### src/spr_defines.svh
// SPR access unit defines: widths, opcodes, group and register numbers, SR layout
`ifndef SPR_DEFINES_SVH
`define SPR_DEFINES_SVH

////////////////////////////////////////////////////////////////////////////
// Widths
////////////////////////////////////////////////////////////////////////////
`define SPR_WIDTH           32      // Data and address width
`define SPR_OFS_WIDTH       16      // Offset from the instruction immediate
`define SPR_SR_WIDTH        16
`define SPR_ALUOP_WIDTH     4
`define SPR_BRANCHOP_WIDTH  3

// Operation codes
`define SPR_ALUOP_MTSR      4'd14   // l.mtspr
`define SPR_ALUOP_MFSR      4'd15   // l.mfspr
`define SPR_BRANCHOP_RFE    3'd6    // Return from exception

////////////////////////////////////////////////////////////////////////////
// Group field and group numbers
////////////////////////////////////////////////////////////////////////////
`define SPR_GROUP_MSB       15
`define SPR_GROUP_LSB       11
`define SPR_NUM_GROUPS      32
`define SPR_GROUP_SYS       5'd0
`define SPR_GROUP_DMMU      5'd1
`define SPR_GROUP_IMMU      5'd2
`define SPR_GROUP_MAC       5'd5
`define SPR_GROUP_DU        5'd6
`define SPR_GROUP_PM        5'd8
`define SPR_GROUP_PIC       5'd9
`define SPR_GROUP_TT        5'd10

// System group register numbers, top of the index is bit 10
`define SPR_SYS_MSB         10
`define SPR_CFGR            7'd0    // Compared on bits 10:4
`define SPR_RF              6'd32   // Compared on bits 10:5
`define SPR_NPC             11'd16
`define SPR_SR              11'd17
`define SPR_PPC             11'd18
`define SPR_EPCR            11'd32
`define SPR_EEAR            11'd48
`define SPR_ESR             11'd64

////////////////////////////////////////////////////////////////////////////
// SR bit positions and reset value
////////////////////////////////////////////////////////////////////////////
`define SPR_SR_SM           0       // Supervisor mode
`define SPR_SR_TEE          1       // Tick timer exception enable
`define SPR_SR_IEE          2       // Interrupt exception enable
`define SPR_SR_DME          5       // Data MMU enable
`define SPR_SR_IME          6       // Insn MMU enable
`define SPR_SR_CE           8       // Top of the low control field
`define SPR_SR_F            9       // Flag
`define SPR_SR_CY           10      // Carry
`define SPR_SR_OV           11      // Bottom of the high field
`define SPR_SR_FO           15      // Fixed one
`define SPR_SR_EPH_DEF      1'b0    // Exception prefix after reset
`define SPR_SR_RESET        {1'b1, `SPR_SR_EPH_DEF, 13'h0000, 1'b1}

`endif

### src/spr_pkg.sv
// SPR access unit package with vector typedefs and request and read-data structs
`default_nettype none

`include "spr_defines.svh"

package spr_pkg;

   // Vectors with an architectural meaning
   typedef logic [`SPR_WIDTH-1:0]          spr_data_t;
   typedef logic [`SPR_WIDTH-1:0]          spr_addr_t;
   typedef logic [`SPR_OFS_WIDTH-1:0]      spr_ofs_t;
   typedef logic [`SPR_SR_WIDTH-1:0]       sr_t;
   typedef logic [`SPR_ALUOP_WIDTH-1:0]    alu_op_t;
   typedef logic [`SPR_BRANCHOP_WIDTH-1:0] branch_op_t;
   typedef logic [`SPR_NUM_GROUPS-1:0]     group_cs_t;    // One bit per group

   ////////////////////////////////////////////////////////////////////////////
   // Requests
   ////////////////////////////////////////////////////////////////////////////
   typedef struct packed {
      alu_op_t    alu_op;      // MTSR / MFSR or anything else
      branch_op_t branch_op;   // RFE matters here
      spr_addr_t  addrbase;    // Register operand
      spr_ofs_t   addrofs;     // Immediate
      spr_data_t  wdata;       // l.mtspr source
   } cpu_req_t;

   typedef struct packed {
      spr_addr_t addr;
      spr_data_t wdata;
      logic      read;
      logic      write;        // Wins over read
   } du_req_t;

   typedef struct packed {
      logic flagforw;
      logic flag_we;
      logic cyforw;
      logic cy_we;
   } alu_flags_t;

   ////////////////////////////////////////////////////////////////////////////
   // Read data and enables
   ////////////////////////////////////////////////////////////////////////////
   typedef struct packed {
      spr_data_t cfgr;
      spr_data_t rf;
      spr_data_t npc;
      spr_data_t ppc;
      spr_data_t epcr;
      spr_data_t eear;
      sr_t       esr;          // Exception copy of SR
   } sys_rdata_t;

   typedef struct packed {
      spr_data_t pic;
      spr_data_t tt;
      spr_data_t pm;
      spr_data_t dmmu;
      spr_data_t immu;
      spr_data_t mac;
      spr_data_t du;
   } unit_rdata_t;

   typedef struct packed {
      logic pc_we;             // NPC or PPC
      logic epcr_we;
      logic eear_we;
      logic esr_we;
   } sys_we_t;

endpackage

`default_nettype wire

### src/spr_access_ctrl.sv
// SPR access control: CPU vs debug arbitration, address forming and group select decode
`default_nettype none

`include "spr_defines.svh"

module spr_access_ctrl (
   input  wire  spr_pkg::cpu_req_t  cpu_req_i,
   input  wire  spr_pkg::du_req_t   du_req_i,
   input  wire  spr_pkg::spr_data_t rd_data_i,     // From the read mux
   output spr_pkg::spr_addr_t       spr_addr_o,
   output spr_pkg::spr_data_t       spr_dat_o,
   output logic                     spr_we_o,
   output spr_pkg::group_cs_t       spr_cs_o,
   output logic                     read_spr_o,
   output logic                     write_spr_o,
   output spr_pkg::spr_data_t       du_dat_cpu_o
);

   import spr_pkg::*;

   logic      du_access;        // Debug unit owns this cycle
   alu_op_t   sprs_op;          // Effective operation
   spr_addr_t cpu_addr;
   group_cs_t unqualified_cs;   // Raw one-hot decode

   ////////////////////////////////////////////////////////////////////////////
   // Operation select
   ////////////////////////////////////////////////////////////////////////////
   assign du_access = du_req_i.read | du_req_i.write;

   // Debug write first, then debug read, then the pipeline
   assign sprs_op = du_req_i.write ? `SPR_ALUOP_MTSR :
                    du_req_i.read  ? `SPR_ALUOP_MFSR :
                                     cpu_req_i.alu_op;

   assign write_spr_o = (sprs_op == `SPR_ALUOP_MTSR);
   assign read_spr_o  = (sprs_op == `SPR_ALUOP_MFSR);
   assign spr_we_o    = write_spr_o;   // Covers debug writes as well

   ////////////////////////////////////////////////////////////////////////////
   // Address and data
   ////////////////////////////////////////////////////////////////////////////
   // Base ORed with offset, not added
   assign cpu_addr = cpu_req_i.addrbase |
                     {{(`SPR_WIDTH-`SPR_OFS_WIDTH){1'b0}}, cpu_req_i.addrofs};

   assign spr_addr_o = du_access ? du_req_i.addr : cpu_addr;
   assign spr_dat_o  = du_req_i.write ? du_req_i.wdata : cpu_req_i.wdata;

   // Toward the debug unit
   // Its own write data, else the read result, else l.mtspr data
   assign du_dat_cpu_o = du_req_i.write ? du_req_i.wdata :
                         du_req_i.read  ? rd_data_i :
                                          cpu_req_i.wdata;

   ////////////////////////////////////////////////////////////////////////////
   // Group select
   ////////////////////////////////////////////////////////////////////////////
   always_comb begin
      unqualified_cs = '0;
      unqualified_cs[spr_addr_o[`SPR_GROUP_MSB:`SPR_GROUP_LSB]] = 1'b1;   // One-hot
   end

   // Only live during a real access
   assign spr_cs_o = unqualified_cs & {`SPR_NUM_GROUPS{read_spr_o | write_spr_o}};

endmodule

`default_nettype wire

### src/spr_sys_decode.sv
// System group decode: register selects, write enables and system read data
`default_nettype none

`include "spr_defines.svh"

module spr_sys_decode (
   input  wire  logic                sys_cs_i,      // Group 0, already qualified
   input  wire  spr_pkg::spr_addr_t  spr_addr_i,
   input  wire  logic                read_spr_i,
   input  wire  logic                write_spr_i,
   input  wire  spr_pkg::sr_t        sr_i,
   input  wire  spr_pkg::sys_rdata_t sys_rdata_i,
   output spr_pkg::sys_we_t          sys_we_o,
   output logic                      sr_mtspr_o,    // l.mtspr hits SR
   output spr_pkg::spr_data_t        sys_data_o
);

   import spr_pkg::*;

   logic      cfgr_sel;
   logic      rf_sel;
   logic      npc_sel;
   logic      ppc_sel;
   logic      sr_sel;
   logic      epcr_sel;
   logic      eear_sel;
   logic      esr_sel;
   spr_data_t sr_ext;     // SR zero-extended
   spr_data_t esr_ext;    // ESR zero-extended

   ////////////////////////////////////////////////////////////////////////////
   // Register selects
   ////////////////////////////////////////////////////////////////////////////
   // CFGR and RF cover ranges, the rest are single registers
   assign cfgr_sel = sys_cs_i && (spr_addr_i[`SPR_SYS_MSB:4] == `SPR_CFGR);
   assign rf_sel   = sys_cs_i && (spr_addr_i[`SPR_SYS_MSB:5] == `SPR_RF);
   assign npc_sel  = sys_cs_i && (spr_addr_i[`SPR_SYS_MSB:0] == `SPR_NPC);
   assign sr_sel   = sys_cs_i && (spr_addr_i[`SPR_SYS_MSB:0] == `SPR_SR);
   assign ppc_sel  = sys_cs_i && (spr_addr_i[`SPR_SYS_MSB:0] == `SPR_PPC);
   assign epcr_sel = sys_cs_i && (spr_addr_i[`SPR_SYS_MSB:0] == `SPR_EPCR);
   assign eear_sel = sys_cs_i && (spr_addr_i[`SPR_SYS_MSB:0] == `SPR_EEAR);
   assign esr_sel  = sys_cs_i && (spr_addr_i[`SPR_SYS_MSB:0] == `SPR_ESR);

   ////////////////////////////////////////////////////////////////////////////
   // Write enables
   ////////////////////////////////////////////////////////////////////////////
   assign sys_we_o.pc_we   = write_spr_i && (npc_sel | ppc_sel);   // Both write the PC
   assign sys_we_o.epcr_we = write_spr_i && epcr_sel;
   assign sys_we_o.eear_we = write_spr_i && eear_sel;
   assign sys_we_o.esr_we  = write_spr_i && esr_sel;
   assign sr_mtspr_o       = write_spr_i && sr_sel;                 // SR lives next door

   ////////////////////////////////////////////////////////////////////////////
   // Read data
   ////////////////////////////////////////////////////////////////////////////
   assign sr_ext  = {{(`SPR_WIDTH-`SPR_SR_WIDTH){1'b0}}, sr_i};
   assign esr_ext = {{(`SPR_WIDTH-`SPR_SR_WIDTH){1'b0}}, sys_rdata_i.esr};

   // At most one select is set, so an OR of masked words is enough
   assign sys_data_o =
      (sys_rdata_i.cfgr & {`SPR_WIDTH{read_spr_i & cfgr_sel}}) |
      (sys_rdata_i.rf   & {`SPR_WIDTH{read_spr_i & rf_sel}})   |
      (sys_rdata_i.npc  & {`SPR_WIDTH{read_spr_i & npc_sel}})  |
      (sys_rdata_i.ppc  & {`SPR_WIDTH{read_spr_i & ppc_sel}})  |
      (sr_ext           & {`SPR_WIDTH{read_spr_i & sr_sel}})   |
      (sys_rdata_i.epcr & {`SPR_WIDTH{read_spr_i & epcr_sel}}) |
      (sys_rdata_i.eear & {`SPR_WIDTH{read_spr_i & eear_sel}}) |
      (esr_ext          & {`SPR_WIDTH{read_spr_i & esr_sel}});

endmodule

`default_nettype wire

### src/spr_sr_reg.sv
// Supervision register with exception, RFE, ALU and l.mtspr update priority
`default_nettype none

`include "spr_defines.svh"

module spr_sr_reg (
   input  wire  logic                clk,
   input  wire  logic                rst,
   input  wire  spr_pkg::alu_flags_t alu_flags_i,
   input  wire  spr_pkg::branch_op_t branch_op_i,
   input  wire  logic                except_started_i,
   input  wire  logic                sr_mtspr_i,
   input  wire  spr_pkg::spr_data_t  wdata_i,       // l.mtspr data
   input  wire  spr_pkg::sr_t        esr_i,
   output spr_pkg::sr_t              sr_o,
   output logic                      flag_o,
   output logic                      carry_o
);

   import spr_pkg::*;

   sr_t  sr_q;
   sr_t  sr_nxt;    // Value when no exception starts
   logic rfe;

   assign rfe = (branch_op_i == `SPR_BRANCHOP_RFE);

   ////////////////////////////////////////////////////////////////////////////
   // Next value, field by field
   ////////////////////////////////////////////////////////////////////////////
   always_comb begin
      sr_nxt = sr_q;   // Hold by default
      if (rfe) begin
         sr_nxt = esr_i;   // Whole register back from ESR
      end else begin
         if (sr_mtspr_i) begin
            sr_nxt[`SPR_SR_FO:`SPR_SR_OV] = {1'b1, wdata_i[`SPR_SR_FO-1:`SPR_SR_OV]};
            sr_nxt[`SPR_SR_CY]           = wdata_i[`SPR_SR_CY];
            sr_nxt[`SPR_SR_F]            = wdata_i[`SPR_SR_F];
            sr_nxt[`SPR_SR_CE:`SPR_SR_SM] = wdata_i[`SPR_SR_CE:`SPR_SR_SM];
         end
         // ALU result wins over l.mtspr for F and CY
         if (alu_flags_i.cy_we)
            sr_nxt[`SPR_SR_CY] = alu_flags_i.cyforw;
         if (alu_flags_i.flag_we)
            sr_nxt[`SPR_SR_F] = alu_flags_i.flagforw;
      end
   end

   ////////////////////////////////////////////////////////////////////////////
   // Register
   ////////////////////////////////////////////////////////////////////////////
   always_ff @(posedge clk or posedge rst) begin
      if (rst) begin
         sr_q <= `SPR_SR_RESET;
      end else if (except_started_i) begin
         sr_q[`SPR_SR_SM]  <= 1'b1;   // Enter supervisor mode
         sr_q[`SPR_SR_TEE] <= 1'b0;   // Tick off
         sr_q[`SPR_SR_IEE] <= 1'b0;   // Interrupts off
         sr_q[`SPR_SR_DME] <= 1'b0;   // MMUs off
         sr_q[`SPR_SR_IME] <= 1'b0;
      end else begin
         sr_q <= sr_nxt;
      end
   end

   assign sr_o    = sr_q;
   assign flag_o  = sr_q[`SPR_SR_F];    // Branch condition
   assign carry_o = sr_q[`SPR_SR_CY];   // For l.addc

endmodule

`default_nettype wire

### src/spr_read_mux.sv
// l.mfspr read data select among the SPR units and the system group
`default_nettype none

`include "spr_defines.svh"

module spr_read_mux (
   input  wire  spr_pkg::group_cs_t   spr_cs_i,
   input  wire  logic                 read_spr_i,
   input  wire  spr_pkg::unit_rdata_t unit_rdata_i,
   input  wire  spr_pkg::spr_data_t   sys_data_i,
   output spr_pkg::spr_data_t         rd_data_o
);

   import spr_pkg::*;

   ////////////////////////////////////////////////////////////////////////////
   // Select
   ////////////////////////////////////////////////////////////////////////////
   // Selects are one-hot, so masked words can simply be ORed
   always_comb begin
      rd_data_o = '0;   // Idle, writes and unassigned groups
      if (read_spr_i) begin
         rd_data_o =
            (sys_data_i        & {`SPR_WIDTH{spr_cs_i[`SPR_GROUP_SYS]}})  |
            (unit_rdata_i.dmmu & {`SPR_WIDTH{spr_cs_i[`SPR_GROUP_DMMU]}}) |
            (unit_rdata_i.immu & {`SPR_WIDTH{spr_cs_i[`SPR_GROUP_IMMU]}}) |
            (unit_rdata_i.mac  & {`SPR_WIDTH{spr_cs_i[`SPR_GROUP_MAC]}})  |
            (unit_rdata_i.du   & {`SPR_WIDTH{spr_cs_i[`SPR_GROUP_DU]}})   |
            (unit_rdata_i.pm   & {`SPR_WIDTH{spr_cs_i[`SPR_GROUP_PM]}})   |
            (unit_rdata_i.pic  & {`SPR_WIDTH{spr_cs_i[`SPR_GROUP_PIC]}})  |
            (unit_rdata_i.tt   & {`SPR_WIDTH{spr_cs_i[`SPR_GROUP_TT]}});
      end
   end

endmodule

`default_nettype wire

### src/spr_unit.sv
// SPR access unit top level, connecting access control, system decode, SR and read mux
`default_nettype none

`include "spr_defines.svh"

module spr_unit (
   input  wire  logic                 clk,
   input  wire  logic                 rst,
   input  wire  spr_pkg::cpu_req_t    cpu_req_i,
   input  wire  spr_pkg::du_req_t     du_req_i,
   input  wire  spr_pkg::alu_flags_t  alu_flags_i,
   input  wire  logic                 except_started_i,
   input  wire  spr_pkg::sys_rdata_t  sys_rdata_i,
   input  wire  spr_pkg::unit_rdata_t unit_rdata_i,
   output spr_pkg::spr_data_t         to_wbmux_o,      // l.mfspr result
   output spr_pkg::spr_addr_t         spr_addr_o,
   output spr_pkg::spr_data_t         spr_dat_o,
   output spr_pkg::group_cs_t         spr_cs_o,
   output logic                       spr_we_o,
   output spr_pkg::spr_data_t         du_dat_cpu_o,
   output spr_pkg::sys_we_t           sys_we_o,
   output spr_pkg::sr_t               sr_o,
   output logic                       flag_o,
   output logic                       carry_o
);

   import spr_pkg::*;

   logic      read_spr;
   logic      write_spr;
   logic      sr_mtspr;
   spr_data_t sys_data;

   ////////////////////////////////////////////////////////////////////////////
   // Instances
   ////////////////////////////////////////////////////////////////////////////
   spr_access_ctrl u_access (
      .cpu_req_i    (cpu_req_i),
      .du_req_i     (du_req_i),
      .rd_data_i    (to_wbmux_o),
      .spr_addr_o   (spr_addr_o),
      .spr_dat_o    (spr_dat_o),
      .spr_we_o     (spr_we_o),
      .spr_cs_o     (spr_cs_o),
      .read_spr_o   (read_spr),
      .write_spr_o  (write_spr),
      .du_dat_cpu_o (du_dat_cpu_o)
   );

   spr_sys_decode u_sys (
      .sys_cs_i    (spr_cs_o[`SPR_GROUP_SYS]),
      .spr_addr_i  (spr_addr_o),
      .read_spr_i  (read_spr),
      .write_spr_i (write_spr),
      .sr_i        (sr_o),
      .sys_rdata_i (sys_rdata_i),
      .sys_we_o    (sys_we_o),
      .sr_mtspr_o  (sr_mtspr),
      .sys_data_o  (sys_data)
   );

   spr_sr_reg u_sr (
      .clk              (clk),
      .rst              (rst),
      .alu_flags_i      (alu_flags_i),
      .branch_op_i      (cpu_req_i.branch_op),
      .except_started_i (except_started_i),
      .sr_mtspr_i       (sr_mtspr),
      .wdata_i          (spr_dat_o),      // Debug or pipeline data
      .esr_i            (sys_rdata_i.esr),
      .sr_o             (sr_o),
      .flag_o           (flag_o),
      .carry_o          (carry_o)
   );

   spr_read_mux u_rmux (
      .spr_cs_i     (spr_cs_o),
      .read_spr_i   (read_spr),
      .unit_rdata_i (unit_rdata_i),
      .sys_data_i   (sys_data),
      .rd_data_o    (to_wbmux_o)
   );

endmodule

`default_nettype wire

### config.mk
export PLATFORM = sky130hd
export DESIGN_NAME = spr_unit
export DESIGN_NICKNAME = d
export VERILOG_FILES = /design/src/spr_pkg.sv /design/src/spr_access_ctrl.sv /design/src/spr_sys_decode.sv /design/src/spr_sr_reg.sv /design/src/spr_read_mux.sv /design/src/spr_unit.sv
export VERILOG_INCLUDE_DIRS = /design/src
export SDC_FILE = /design/constraint.sdc
export NUM_CORES = 1
export LEC_CHECK = 0
export ABC_AREA = 1
export BUFFER_PORTS_ARGS = -buffer_cell sky130_fd_sc_hd__buf_2
export CAP_MARGIN = 0
export CORE_AREA = 2 2 304 306
export CTS_CLUSTER_SIZE = 16
export DETAILED_ROUTE_END_ITERATION = 8
export DIE_AREA = 0 0 306 308
export PLACE_DENSITY = 0.34
export SYNTH_ARGS = -nofsm -noshare
export SYNTH_HDL_FRONTEND = slang
export SYNTH_SLANG_ARGS = --single-unit
### constraint.sdc
create_clock -name clk -period 1.9 [get_ports clk]
set_input_delay 0.19 -clock clk [delete_from_list [all_inputs] [get_ports clk]]
set_output_delay 0.19 -clock clk [all_outputs]
set_load 0.02 [all_outputs]
=== Word-level counts from Yosys, hierarchy flattened ===
Index checks and enable logic that the tools add are counted.

* Register bits after elaboration: 16
* Output and inout bits: 183
* Word-level logic and storage cells: 97

* $lt $le $gt $ge: 2
* Eq/ne operators: 10
* Mux-type cells: 15
* Bitwise operators: 44
* Reduce and logical (&&, ||, !) cells: 22

{| class="wikitable"
|+ Operator list
! operator !! number
|-
| 32-bit bitwise AND || 15
|-
| 32-bit bitwise OR || 14
|-
| 32-bit two-way mux || 5
|-
| 16-bit by 32-bit bitwise AND with 32-bit output || 2
|-
| 11-bit by 5-bit equality test with 1-bit output (second input constant) || 3
|-
| 16-bit two-way mux || 2
|-
| 32-bit by 16-bit bitwise OR with 32-bit output || 1
|-
| 11-bit by 6-bit equality test with 1-bit output (second input constant) || 2
|-
| 1-bit logical AND || 14
|-
| 11-bit by 7-bit equality test with 1-bit output (second input constant) || 1
|-
| 3-bit nonzero test || 3
|-
| 1-bit bitwise AND || 8
|-
| 4-bit equality test (second input constant) || 2
|-
| 4-bit two-way mux || 2
|-
| 7-bit logical NOT || 1
|-
| 6-bit equality test (second input constant) || 1
|-
| 5-bit by 6-bit < comparator with 1-bit output (second input constant) || 1
|-
| 2-bit AND reduction || 3
|-
| 1-bit demux with 5-bit select || 1
|-
| 5-bit by 1-bit >= comparator with 1-bit output (second input constant) || 1
|-
| 3-bit equality test (second input constant) || 1
|-
| 1-bit two-way mux || 3
|-
| 3-bit two-way mux || 1
|-
| 1-bit bitwise OR || 3
|-
| other kinds (3) || 3
|}

=== Depth between registers and ports, before layout ===
* Depth after elaboration: 28
* Mapped depth: 21

=== By module ===
A second synthesis with hierarchy kept.

* Cell total of the unflattened synthesis: 1639
* Area, all modules: 7516.0 µm²

{| class="wikitable"
|+ Modules (own cells, without submodules)
! module !! times used !! cells an instance !! area an instance (µm²)
|-
| spr_sys_decode || 1 || 584 || 2683.8
|-
| spr_read_mux || 1 || 508 || 2050.7
|-
| spr_access_ctrl || 1 || 404 || 1831.8
|-
| spr_sr_reg || 1 || 143 || 949.7
|}

=== Worst setup path before layout ===
Ideal clock, no wire load.

* Path type: input -> output
* Start: input port du_req_i[1] (netlist name)
* End: output port du_dat_cpu_o[10]
* Data arrival time: 2.146 ns
* Slack: -0.436 ns
* Stages on the path: 16
* Buffers on the path: 3
* Cell sequence: buf_6 > inv_4 > nand2_8 > buf_2 > o21ai_1 > nand4_1 > nor2_2 > buf_2 > nand3_1 > o21ai_1 > nor2_1 > nand3_1 > nand2_1 > nand2_1 > nand2_1 > nand2_1

* Elaborated cells between the ends (all ways): 70

{| class="wikitable"
|+ RTL lines
! item !! RTL line !! RTL
|-
| from (decl) || spr_unit.sv:10 || <nowiki>input wire spr_pkg::du_req_t du_req_i,</nowiki>
|-
| 1-bit bitwise OR * || spr_access_ctrl.sv:29 || <nowiki>assign du_access = du_req_i.read | du_req_i.write;</nowiki>
|-
| 32-bit two-way mux * || spr_access_ctrl.sv:47 || <nowiki>assign spr_addr_o = du_access ? du_req_i.addr : cpu_addr;</nowiki>
|-
| via spr_addr_o[10] || spr_unit.sv:16 || <nowiki>output spr_pkg::spr_addr_t spr_addr_o,</nowiki>
|-
| 6-bit equality test (no line) or 7-bit logical NOT (tied branches) || - ||
|-
| 1-bit logical AND, on equally long branches || spr_sys_decode.sv:36, spr_sys_decode.sv:35 ||
|-
| 1-bit bitwise AND, on equally long branches || spr_sys_decode.sv:62, spr_sys_decode.sv:61 ||
|-
| 32-bit bitwise AND, on equally long branches || spr_sys_decode.sv:62, spr_sys_decode.sv:61 ||
|-
| 32-bit bitwise OR (6 in series) || spr_sys_decode.sv:61 || <nowiki>(sys_rdata_i.cfgr & {`SPR_WIDTH{read_spr_i & cfgr_sel}}) |</nowiki>
|-
| 32-bit bitwise OR * || spr_sys_decode.sv:61 ||
|-
| 32-bit bitwise AND * || spr_read_mux.sv:24 || <nowiki>(sys_data_i & {`SPR_WIDTH{spr_cs_i[`SPR_GROUP_SYS]}}) |</nowiki>
|-
| 32-bit bitwise OR * (7 in series) || spr_read_mux.sv:24 ||
|-
| 32-bit two-way mux * || spr_read_mux.sv:22 || <nowiki>if (read_spr_i) begin</nowiki>
|-
| 32-bit two-way mux * || spr_access_ctrl.sv:53 || <nowiki>du_req_i.read ? rd_data_i :</nowiki>
|-
| 32-bit two-way mux * || spr_access_ctrl.sv:52 || <nowiki>assign du_dat_cpu_o = du_req_i.write ? du_req_i.wdata :</nowiki>
|-
| to (decl) || spr_unit.sv:20 || <nowiki>output spr_pkg::spr_data_t du_dat_cpu_o,</nowiki>
|}

Mark *: on every way through the listed nets, which the timed path passes. The rest lies on a longest branch.

=== Final worst setup path ===
* Start: input port du_req_i[0] (netlist name)
* End: output port du_dat_cpu_o[7]

* Longest elaborated chain between the ends: 28
* Elaborated cells between the ends (all ways): 69

{| class="wikitable"
|+ RTL lines
! item !! RTL line !! RTL
|-
| 1-bit bitwise OR || spr_access_ctrl.sv:29 ||
|-
| 32-bit two-way mux || spr_access_ctrl.sv:47 ||
|-
| 5-bit by 6-bit < comparator with 1-bit output or 5-bit by 1-bit >= comparator with 1-bit output (tied branches) || spr_access_ctrl.sv:61 || <nowiki>unqualified_cs[spr_addr_o[`SPR_GROUP_MSB:`SPR_GROUP_LSB]] = 1'b1;</nowiki>
|-
| 1-bit logical AND || spr_access_ctrl.sv:61 ||
|-
| 1-bit two-way mux || spr_access_ctrl.sv:61 ||
|-
| 1-bit demux with 5-bit select || - ||
|-
| 32-bit bitwise AND || spr_access_ctrl.sv:65 || <nowiki>assign spr_cs_o = unqualified_cs & {`SPR_NUM_GROUPS{read_spr_o | write_spr_o}};</nowiki>
|-
| 1-bit logical AND, on equally long branches || spr_sys_decode.sv:35, spr_sys_decode.sv:36 ||
|-
| 1-bit bitwise AND, on equally long branches || spr_sys_decode.sv:61, spr_sys_decode.sv:62 ||
|-
| 32-bit bitwise AND, on equally long branches || spr_sys_decode.sv:61, spr_sys_decode.sv:62 ||
|-
| 32-bit bitwise OR (7 in series) || spr_sys_decode.sv:61 ||
|-
| 32-bit bitwise AND || spr_read_mux.sv:24 ||
|-
| 32-bit bitwise OR (7 in series) || spr_read_mux.sv:24 ||
|-
| 32-bit two-way mux || spr_read_mux.sv:22 ||
|-
| 32-bit two-way mux || spr_access_ctrl.sv:53 ||
|-
| 32-bit two-way mux * || spr_access_ctrl.sv:52 ||
|}

Every way passes the cells marked *; elsewhere a longest branch is shown, timed or not.

==> reports/results.tsv <==
metric	value	unit
status	finished, violations left	
failing checks	negative setup slack	
CTS tree	yes	
Synth Area in Simple Gates	0.694	
Distinct cells, synth	34	
via count	14200	
Synth area leader	nand2_1	
mux share of post-synthesis cell area	0.0203	
MaxCap Viol Count	0	
layout cells sized above 1	0.622	
Final ANT Viol Nets	0	
die width	306	µm
Slew headroom	0.479	
die height	308	µm
CP bufs+invs	8	
Synth Cell Area	0.00721	mm²
largest family of logic cells by synthesized area	simple AND/OR/NAND/NOR gates	
DR DRC count	0	
Sequential Power Share	0.110	
startpoint class of the critical path	primary input	
Fin Hold WS	0.0697	ns
H-tree Lvls	1	
YS warnings	0	
I/O pins	775	
largest net degree at the start of global routing	84	
CTS Sinks	16	
total power	0.00406	W
crit-path leading delay family	simple AND/OR/NAND/NOR gates	
maximum fanout along the worst path	8	
most used cell, CP	nand2_2	
Post-Syn Nets	2081	
core area	0.0910	mm²
# setup viols final	89	
Crit Path Class	primary input to primary output	
worst-skew pair later-pin latency	0.26	ns
min Tclk post-route	2.78	ns
final worst slack	-0.879	ns
Total Die Area	0.0942	mm²
WL final	83700	µm
detailed placement HPWL	70200	µm
CTS Buf Count	3	
clock share of power	0.112	
crit path DAT	2.59	ns
GP Congestion	0.896	
internal power	0.00209	W
dpl ws	-1.38	ns
cells along the critical path	buf_12, nor2_8, buf_12, nand2_8, buf_6, nand3_4, buf_6, nor2_4, buf_12, buf_12, nand2_2, nand4_1, nor2_2, buf_6, nand3_2, nand2_2, nand2_2, nand2_2, nand2_2, buf_6	
Synth Instances	1489	
first-pass detailed-route iteration total	5	
Max Buffers Root-to-Sink	2	
area fraction in compound gates after synthesis	0.0794	
post-synthesis sequential area ratio	0.0558	
GRT Residual Overflow	0	
max reg flops	16	
global-route wire length before repair	111000	µm
slowest cell on the critical path	nand4_1	
port buffer count	774	
Comb pwr share	0.778	
adder-cell share of the synthesized area	0	
reg2reg path depth	3	
unrepaired setup endpoints after global routing	true	
post-synthesis xor/xnor area fraction	0	
Initial Util	0.0793	
Slew @ Worst Pin	0.781	ns
Rows	111	
Post-Syn Area per Cell	4.85	µm²
Area growth syn-to-layout	157	%
Peak Freq	360	MHz
Total GRT Usage	0.166	
maximum vdd drop	188	µV
Crit path depth	20	
antenna violations before repair	29	
NetSw	0.00197	W
Iter 0 DRT Violations	699	
fin nets	3123	
static leakage	10.1	nW
vias in the first global route	14300	
Final Hold Viols	0	
clock skew	0	ns
PD cells	219	mW/mm²
switching share of total power	0.486	
worst hold path type	primary input to asynchronous set/reset pin	
crit end category	primary output	
CP max stage delay	0.27	ns
Clock Pin Slew Worst Setup and Hold Paths	0.05	ns
Tcrit/Tclk final	1.46	
Fin Setup TNS	-53.00	ns
top-area cell type share of the netlist area	0.314	
root buffer cell	clkbuf_16	
Final Max Slew Viols	0	
synthesized flop and latch total	16	
routed len/inst	22.5	µm
Synth area leaders	nand2_1 31%, nand3_1 15%, nand4_1 8.9%, inv_1 7.3%, nor2_1 6.8%	
Avg Vias per Cell	3.81	
Critical Path RT	1.71	ns
==> power by group through the flow <==
stage               registers (W)  clock network (W)  logic (W)
floorplan                0.000497                  0    0.00104
global placement         0.000451                  0    0.00276
detailed placement       0.000453                  0    0.00275
CTS                      0.000448           0.000465    0.00312
global route             0.000454           0.000480    0.00341
finish                   0.000445           0.000455    0.00316
==> metal layers <==
metal,GRT usage,vias up,share of wire
li1,-,6944,-
met1,0.214,6625,0.43
met2,0.295,529,0.49
met3,0.0299,63,0.067
met4,0.0172,28,0.012
met5,0,-,0.0021
==> cell families after synthesis <==
family                 Yosys count
AND/OR/NAND/NOR               1104
buffers and inverters          246
AO/OA/AOI/OAI                  110
flip-flops                      16
multiplexers                    13
==> final cells by class <==
| cell class | instances | area, µm² |
|---|---|---|
| diodes | 10 | 25.0 |
| clock buffers | 4 | 78.8 |
| fillers | 10600 | 72400 |
| inverters | 148 | 597 |
| multi-input cells | 1228 | 7440 |
| flip-flops and latches | 16 | 403 |
| well taps | 1186 | 1480 |
| repair buffers | 1134 | 8510 |
==> synthesized netlist by cell type <==
cell      count
nand2_1     604
nand3_1     218
inv_1       140
nor2_1      131
nand4_1     103
o21ai_0      45
buf_2        42
a21oi_1      33
o21ai_1      28
clkbuf_1     25
buf_4        17
dfrtp_1      14
mux2_2       13
nand2_2      12
nor2_2        8
buf_1         7
inv_2         7
nor2_4        7
nor2_8        7
buf_6         6
nand3_2       4
nand2_4       3
dfstp_2       2
nand3_4       2
o21ai_2       2
and3_1        1
clkbuf_2      1
inv_4         1
nand2_8       1
nand3b_1      1
nor3_4        1
nor4_1        1
o21ai_4       1
o22a_1        1
==> per-stage QoR <==
| stage | std cells | cell area, µm² | utilization |
|---|---|---|---|
| final | 3726 | 18500 | 0.204 |
| after global routing | 3719 | 18500 | 0.204 |
| after CTS | 3697 | 17500 | 0.193 |
| after detailed placement | 3633 | 14900 | 0.164 |
| after global placement | 3633 | 14900 | 0.164 |
| after floorplan | 1489 | 7540 | - |
==> cells in the final DEF, fill, tap and decap left out, types with 10 or more instances in the layout <==
cell | synthesis | final
nand3_2 | 4 | 62
buf_4 | 17 | 211
mux2_2 | 13 | 13
nor2_4 | 7 | 54
dfrtp_1 | 14 | 14
nand3_1 | 218 | 140
clkbuf_16 | 0 | 10
diode_2 | 0 | 10
inv_1 | 140 | 97
buf_8 | 0 | 13
nand2_2 | 12 | 127
nor2_2 | 8 | 34
nand2_1 | 604 | 449
o21ai_0 | 45 | 37
nand2_4 | 3 | 39
nand4_1 | 103 | 103
nand3_4 | 2 | 22
a21oi_1 | 33 | 32
buf_6 | 6 | 145
nor2_1 | 131 | 58
buf_2 | 42 | 689
o21ai_1 | 28 | 24
buf_12 | 0 | 55
inv_2 | 7 | 42
buf_16 | 0 | 12
==> timing repair <==
item / CTS / global route
resized for setup: 494 / 216
pin swaps: 106 / 113
setup endpoints to repair: 119 / 106
buffers inserted: 71 / 26
cloned: 12 / 7
hold buffers: 0 / 0
==> worst paths after layout <==
check                                            endpoint  slack, ns                      start
worst min register to register  u_sr.sr_o[15]$_DFFE_PP1P_       0.49  u_sr.sr_o[15]$_DFFE_PP1P_
min in group clk                u_sr.sr_o[15]$_DFFE_PP1P_       0.20            sys_rdata_i[15]
worst min-delay path            u_sr.sr_o[14]$_DFFE_PP0P_       0.07                        rst
worst max-delay path                      du_dat_cpu_o[7]      -0.88                du_req_i[0]
max in group asynchronous        u_sr.sr_o[3]$_DFFE_PP0P_       1.34                        rst
worst max register to register   u_sr.sr_o[9]$_DFFE_PP0P_       1.11   u_sr.sr_o[9]$_DFFE_PP0P_
Note: power is estimated with default switching activity, not from simulation.
